<file path="src/trap_check_pkg.sv">
//////////////////////////////////////////////////////////////////////
// Trap return-address checker definitions
// Widths, trap classes, RISC-V exception codes and the records for
// writeback, suppression and cause-save information
//////////////////////////////////////////////////////////////////////

package trap_check_pkg;

  //////////////////////////////////////////////////////////////////////
  // Widths and counts
  //////////////////////////////////////////////////////////////////////

  // PC and mepc are full words on RV32
  localparam int unsigned ADDR_W = 32;

  // Number of synchronous trap classes that are tracked
  localparam int unsigned NUM_TRAP_CLASSES = 6;

  // Width of the exception code field of mcause
  localparam int unsigned EXC_CODE_W = 5;

  // Trap classes
  // The enum value doubles as the bit position inside a class mask
  typedef enum logic [2:0] {
    CLS_MPU     = 3'd0,
    CLS_BUS     = 3'd1,
    CLS_ILLEGAL = 3'd2,
    CLS_ECALL_M = 3'd3,
    CLS_ECALL_U = 3'd4,
    CLS_EBREAK  = 3'd5
  } trap_class_e;

  // One bit per trap class
  typedef logic [NUM_TRAP_CLASSES-1:0] class_mask_t;

  // Only the two privilege levels of an M/U core exist
  typedef enum logic [1:0] {
    PRIV_LVL_U = 2'b00,
    PRIV_LVL_M = 2'b11
  } priv_lvl_e;

  //////////////////////////////////////////////////////////////////////
  // Exception codes written to mcause
  //////////////////////////////////////////////////////////////////////

  localparam logic [EXC_CODE_W-1:0] EXC_CAUSE_INSTR_BUS_FAULT = 5'd1;
  localparam logic [EXC_CODE_W-1:0] EXC_CAUSE_ILLEGAL_INSN    = 5'd2;
  localparam logic [EXC_CODE_W-1:0] EXC_CAUSE_BREAKPOINT      = 5'd3;
  localparam logic [EXC_CODE_W-1:0] EXC_CAUSE_ECALL_UMODE     = 5'd8;
  localparam logic [EXC_CODE_W-1:0] EXC_CAUSE_ECALL_MMODE     = 5'd11;
  // Custom code the core uses for an MPU fault on instruction fetch
  localparam logic [EXC_CODE_W-1:0] EXC_CAUSE_INSTR_FAULT     = 5'd30;

  // Instruction leaving the writeback stage
  typedef struct packed {
    logic              valid;
    logic [ADDR_W-1:0] pc;
    logic              illegal;
    logic              sys_en;
    logic              ecall;
    logic              ebreak;
    logic              bus_err;
    logic              mpu_err;
  } wb_instr_t;

  // Any set bit means the writeback record will not take its own trap
  typedef struct packed {
    logic irq_ack;
    logic debug_pending_allowed;
    logic debug_mode_next;
    logic nmi_trap;
  } trap_suppress_t;

  // Cause save as seen at the CSR file, with the mepc about to be written
  typedef struct packed {
    logic                  save;
    logic                  irq;
    logic [EXC_CODE_W-1:0] code;
    logic [ADDR_W-1:0]     mepc_next;
  } cause_save_t;

  // Registered classifier result shared by all slices
  typedef struct packed {
    class_mask_t       exp_mask;
    logic [ADDR_W-1:0] exp_pc;
    class_mask_t       act_mask;
    logic [ADDR_W-1:0] act_mepc;
  } trap_strobe_t;

endpackage

</file>
<file path="src/trap_classifier.sv">
//////////////////////////////////////////////////////////////////////
// Trap classifier
// Sorts writeback records and cause saves into trap classes and
// presents both results one cycle later as a single strobe
//////////////////////////////////////////////////////////////////////

module trap_classifier (
  input  logic                           clk,
  input  logic                           rst_ni,
  input  trap_check_pkg::wb_instr_t      wb_i,
  input  trap_check_pkg::trap_suppress_t supp_i,
  input  trap_check_pkg::priv_lvl_e      priv_i,
  input  trap_check_pkg::cause_save_t    cause_i,
  output trap_check_pkg::trap_strobe_t   strobe_o
);

  logic                              wb_qualified;
  logic                              cause_qualified;
  trap_check_pkg::class_mask_t       exp_mask_d;
  trap_check_pkg::class_mask_t       act_mask_d;
  trap_check_pkg::class_mask_t       exp_mask_q;
  trap_check_pkg::class_mask_t       act_mask_q;
  logic [trap_check_pkg::ADDR_W-1:0] exp_pc_q;
  logic [trap_check_pkg::ADDR_W-1:0] act_mepc_q;

  //////////////////////////////////////////////////////////////////////
  // Expected side
  //////////////////////////////////////////////////////////////////////

  // An interrupt, debug entry or NMI takes over the trap of this record
  assign wb_qualified = wb_i.valid && !supp_i.irq_ack && !supp_i.debug_pending_allowed &&
                        !supp_i.debug_mode_next && !supp_i.nmi_trap;

  // Fetch faults outrank decode faults, which outrank system instructions
  always_comb begin
    exp_mask_d = '0;
    if (wb_qualified) begin
      if (wb_i.mpu_err) begin
        exp_mask_d[trap_check_pkg::CLS_MPU] = 1'b1;
      end else if (wb_i.bus_err) begin
        exp_mask_d[trap_check_pkg::CLS_BUS] = 1'b1;
      end else if (wb_i.illegal) begin
        exp_mask_d[trap_check_pkg::CLS_ILLEGAL] = 1'b1;
      end else if (wb_i.sys_en && wb_i.ecall) begin
        // ECALL cause depends on the mode it was executed in
        case (priv_i)
          trap_check_pkg::PRIV_LVL_M: exp_mask_d[trap_check_pkg::CLS_ECALL_M] = 1'b1;
          trap_check_pkg::PRIV_LVL_U: exp_mask_d[trap_check_pkg::CLS_ECALL_U] = 1'b1;
          default:                    exp_mask_d = '0;
        endcase
      end else if (wb_i.sys_en && wb_i.ebreak) begin
        exp_mask_d[trap_check_pkg::CLS_EBREAK] = 1'b1;
      end
    end
  end

  //////////////////////////////////////////////////////////////////////
  // Actual side
  //////////////////////////////////////////////////////////////////////

  // Interrupt cause saves never belong to a synchronous class
  assign cause_qualified = cause_i.save && !cause_i.irq;

  always_comb begin
    act_mask_d = '0;
    if (cause_qualified) begin
      case (cause_i.code)
        trap_check_pkg::EXC_CAUSE_INSTR_FAULT: begin
          act_mask_d[trap_check_pkg::CLS_MPU] = 1'b1;
        end
        trap_check_pkg::EXC_CAUSE_INSTR_BUS_FAULT: begin
          act_mask_d[trap_check_pkg::CLS_BUS] = 1'b1;
        end
        trap_check_pkg::EXC_CAUSE_ILLEGAL_INSN: begin
          act_mask_d[trap_check_pkg::CLS_ILLEGAL] = 1'b1;
        end
        trap_check_pkg::EXC_CAUSE_ECALL_MMODE: begin
          act_mask_d[trap_check_pkg::CLS_ECALL_M] = 1'b1;
        end
        trap_check_pkg::EXC_CAUSE_ECALL_UMODE: begin
          act_mask_d[trap_check_pkg::CLS_ECALL_U] = 1'b1;
        end
        trap_check_pkg::EXC_CAUSE_BREAKPOINT: begin
          act_mask_d[trap_check_pkg::CLS_EBREAK] = 1'b1;
        end
        // Codes outside the six tracked classes are dropped here
        default: act_mask_d = '0;
      endcase
    end
  end

  // Masks qualify the captured addresses
  always_ff @(posedge clk, negedge rst_ni) begin
    if (!rst_ni) begin
      exp_mask_q <= '0;
      act_mask_q <= '0;
    end else begin
      exp_mask_q <= exp_mask_d;
      act_mask_q <= act_mask_d;
    end
  end

  always_ff @(posedge clk) begin
    exp_pc_q   <= wb_i.pc;
    act_mepc_q <= cause_i.mepc_next;
  end

  assign strobe_o.exp_mask = exp_mask_q;
  assign strobe_o.exp_pc   = exp_pc_q;
  assign strobe_o.act_mask = act_mask_q;
  assign strobe_o.act_mepc = act_mepc_q;

  // A record or a cause save lands in at most one class
  a_strobe_onehot : assert property (
    @(posedge clk) disable iff (!rst_ni)
    $onehot0(strobe_o.exp_mask) && $onehot0(strobe_o.act_mask))
    else $error("trap_classifier: strobe selects more than one class");

endmodule

</file>
<file path="config.mk">
export PLATFORM = sky130hd
export DESIGN_NAME = trap_classifier
export DESIGN_NICKNAME = d
export VERILOG_FILES = /design/src/trap_check_pkg.sv /design/src/trap_classifier.sv
export SDC_FILE = /design/constraint.sdc
export NUM_CORES = 1
export LEC_CHECK = 0
export ABC_AREA = 1
export BUFFER_PORTS_ARGS = -buffer_cell sky130_fd_sc_hd__buf_2
export CAP_MARGIN = 20
export CORE_UTILIZATION = 39
export DETAILED_ROUTE_END_ITERATION = 8
export GPL_ROUTABILITY_DRIVEN = 0
export GPL_TIMING_DRIVEN = 0
export PLACE_DENSITY = 0.8
export SLEW_MARGIN = 25
export SYNTH_ARGS = -nofsm -noshare
export SYNTH_HDL_FRONTEND = slang
export SYNTH_SLANG_ARGS = --single-unit
</file>
<file path="constraint.sdc">
create_clock -name clk -period 1.44 [get_ports clk]
set_clock_uncertainty 0.2 [all_clocks]
set_input_delay 0.216 -clock clk [delete_from_list [all_inputs] [get_ports clk]]
set_output_delay 0.216 -clock clk [all_outputs]
set_load 0.02 [all_outputs]
</file>
After elaboration in Yosys (flattened, before gate mapping)
Index checks and enable logic that the tools add are counted.

Bits in registers: 76. Input bits: 86. Output and inout bits: 76. Word-level logic and storage cells: 45.

Equal/unequal tests: 7. Mux-type cells: 21. Reductions and logical operators: 13.

Operator list (number): two-way mux 1 bit (14); two-way mux 6 bit (2); equality test 5 x 2 -> 1 bit, second input constant (2); equality test 5 x 4 -> 1 bit, second input constant (2); two-way mux 5 bit (2); logical AND 1 bit (7); equality test 5 x 1 -> 1 bit, second input constant (1); equality test 5 bit, second input constant (1); logical NOT 1 bit (5); two-way mux 4 bit (1); two-way mux 3 bit (1); equality test 2 bit, second input constant (1); logical NOT 2 bit (1); two-way mux 2 bit (1).

Longest topological paths before layout
Depth after elaboration: 7. Mapped depth: 5. Gate-level depth less buffers: 5.

Worst setup path before layout
OpenSTA, ideal clock, no wires.

Path type: register to output. Start: reg act_mask_q[0]. End: out strobe_o[32] (netlist name). Arrival: 0.416 ns. Required time: 1.024 ns. Path slack: 0.608 ns. Cell stages (with the launch flop): 1. Path buffers: 0. Cells stage by stage: dfrtp_1.

RTL lines: from (decl) (RTL line trap_classifier.sv:22) `trap_check_pkg::class_mask_t act_mask_q;`; from (signal assigned) (RTL line trap_classifier.sv:99) `act_mask_q <= act_mask_d;`; to (decl) (RTL line trap_classifier.sv:14) `output trap_check_pkg::trap_strobe_t strobe_o`.

No word-level cell between the ends.

Worst setup path after layout
Start: in wb_i[0] (netlist name). End: reg exp_mask_q[5].

Cells in the longest elaborated chain, start to end: 2.

RTL lines: from (decl) (RTL line trap_classifier.sv:10) `input trap_check_pkg::wb_instr_t wb_i,`; two-way mux 5 bit (RTL line trap_classifier.sv:38) `if (wb_i.mpu_err) begin`; two-way mux 6 bit (RTL line trap_classifier.sv:37) `if (wb_qualified) begin`; via exp_mask_d[5] (RTL line trap_classifier.sv:19) `trap_check_pkg::class_mask_t exp_mask_d;`; to (signal assigned) (RTL line trap_classifier.sv:98) `exp_mask_q <= exp_mask_d;`; to (decl) (RTL line trap_classifier.sv:21) `trap_check_pkg::class_mask_t exp_mask_q;`.

The timed path passes the listed nets, and every way through them passes these cells.

==> results.toml <==
[run_status]
status = "complete, no violations"

[pwr]
powerDensity_nw_per_um2 = 1230
power.leakage_uw = 0.00193
vdd_ir_drop_max_mv = 1.29

[global_routing]
grt_util_all_layers = 0.279
grt_antenna_before_repair = 0
grt_overflow = 0
grt_pass1_wl_um = 10100
grt_max_degree = 14
first_global_vias = 2078

[sta]
tightest_slew_ps = 270
finalHoldViolCount = 0
grt_setup_unrepaired = "false"
max_clock_freq_mhz = 746
final.period_utilization = 0.931
finalSetupViolCount = 0
maxSlewViolCount = 0
finalCriticalPeriod_ps = 1340
max_slew_margin = 0.820
fin_tns_setup_ps = 0
whs_ps = 34.5

[clock_network]
cts_root_buffer = "clkbuf_8"
numCtsBuffers = 9
ctsHoldBuffers = 83
clkTransAtPathRegs_ps = 70
htreeDepth = 3
post-cts-setup-buffer-count = 0
clk_path_buf_depth = 2
cts_sinks = 76
cts.repair.resized = 0
cts_tree = "done"

[logic_synthesis]
synth_top_area_cell = "dfxtp_1"
synth_area_um2 = 1800
seq_area_frac_synth = 0.880
ys_seq_elements = 76
synth_area_leaders = "dfxtp_1, dfrtp_1, nor2_1"
synth_cells = 125
synth_top_area_frac = 0.713
yosys_warnings = 0
synth_nets = 211
ys_types = 12
syn-mean-instance-area_um2 = 14.4

[routing]
via_count = 1889
via_per_inst = 4.32
drt_wl_total_um = 6550
first_pass_iters = 4
wire_per_inst_um = 15.0
ant_nets = 0
first_iter_violations = 45
drc_errors = 0

[critical_path]
required_ps = 1490
critPathLaunchType = "input pin"
path_max_fanout = 4
arrival_ps = 1390
crit_type = "input pin to flip-flop"
worst_setup_path_end_kind = "flip-flop"

[cells_and_area]
layout-drive-gt1-share = 0.470
fill_cells = 229
fin_cells = 437
nets = 466
area_growth_pct = 107
diodes = 0

[floorplanning]
fp.dieW_um = 69.9
dieArea_um2 = 4880
row_count = 24
io_pins = 162
start_util = 0.410
core-area_um2 = 4380
die-height_um = 69.9

[job]
drv_cap = 0

[worst_hold_path]
holdPathStages = 4
hp-class = "input pin to flip-flop"

[placed_design]
io_buffer_count = 161
dp_hpwl_um = 3060
placedCellCount = 338
routing by layer:
| layer | wire [µm] | vias to the layer above | GRT usage |
|---|---|---|---|
| li1 | - | 886 | - |
| met5 | 0 | - | 0 |
| met2 | 3270 | 120 | 0.471 |
| met4 | 208 | 0 | 0.147 |
| met1 | 2470 | 863 | 0.299 |
| met3 | 603 | 20 | 0.110 |
flip-flops by register name (all words and copies together), names as in the netlist:
register,count
act_mepc_q,32
exp_pc_q,32
act_mask_q,6
exp_mask_q,6
power breakdown:
| group | total, µW | switching [µW] | internal (µW) |
|---|---|---|---|
| clock | 1770 | 741 | 1030 |
| sequential | 2230 | 28.8 | 2200 |
| combinational | 567 | 266 | 302 |
| total | 4570 | 1040 | 3530 |
path summary, 6_finish.rpt:
path | from | end | slack, ps
min in group asynchronous | rst_ni | exp_mask_q[4] | 80
worst min-delay path | supp_i[2] | exp_mask_q[1] | 30
max in group asynchronous | rst_ni | act_mask_q[4] | 740
worst max-delay path | wb_i[0] | exp_mask_q[5] | 100
layout make-up:
type	count	area, µm²	area share
Clock inverter	4	73.8	0.0199
Inverter	11	41.3	0.0111
Sequential cell	76	1580	0.425
Timing Repair Buffer	244	1640	0.440
Clock buffer	12	145	0.0390
Multi-Input combinational cell	38	174	0.0468
Tap cell	52	65.1	0.0175
cell usage after synthesis:
| cell type | n |
|---|---|
| nand3_1 | 4 |
| nor2_2 | 3 |
| nor3_1 | 1 |
| inv_1 | 10 |
| nand3b_2 | 1 |
| nor3_2 | 1 |
| nand3b_1 | 1 |
| inv_2 | 1 |
| nand2_1 | 12 |
| dfrtp_1 | 12 |
| dfxtp_1 | 64 |
| nor2_1 | 15 |
per-stage QoR:
stage               setup slack [ps]  instance area (µm²)   util  total power (µW)
finish                          99.3                 3720  0.848              4570
global route                    46.3                 3720  0.848              4760
CTS                              145                 3720  0.848              4550
detailed placement               412                 2670  0.608              2640
global placement                 461                 2670  0.608              2630
floorplan                        608                 1800      -              2430
logic make-up after synthesis:
group / after synthesis / share of synthesized area
AND/OR/NAND/NOR: 38 / 0.0968
buffers and inverters: 11 / 0.0230
flip-flops: 76 / 0.880
layout by cell type (no fill, tap or decap), drive strengths merged, types with 4 or more instances in the layout:
cell type    synthesis  layout
clkbuf               0      12
buf                  0     161
nand2               12      12
inv                 11      11
dlygate4sd3          0      83
nand3                4       4
nor2                18      18
dfrtp               12      12
dfxtp               64      64
critical path: stages:
cell,delay (ps)
dlygate4sd3_1,550
buf_2,130
inv_2,70
nand2_1,60
nor2_2,140
nand2_1,80
nor2_1,130
(Power assumes the default switching activity.)
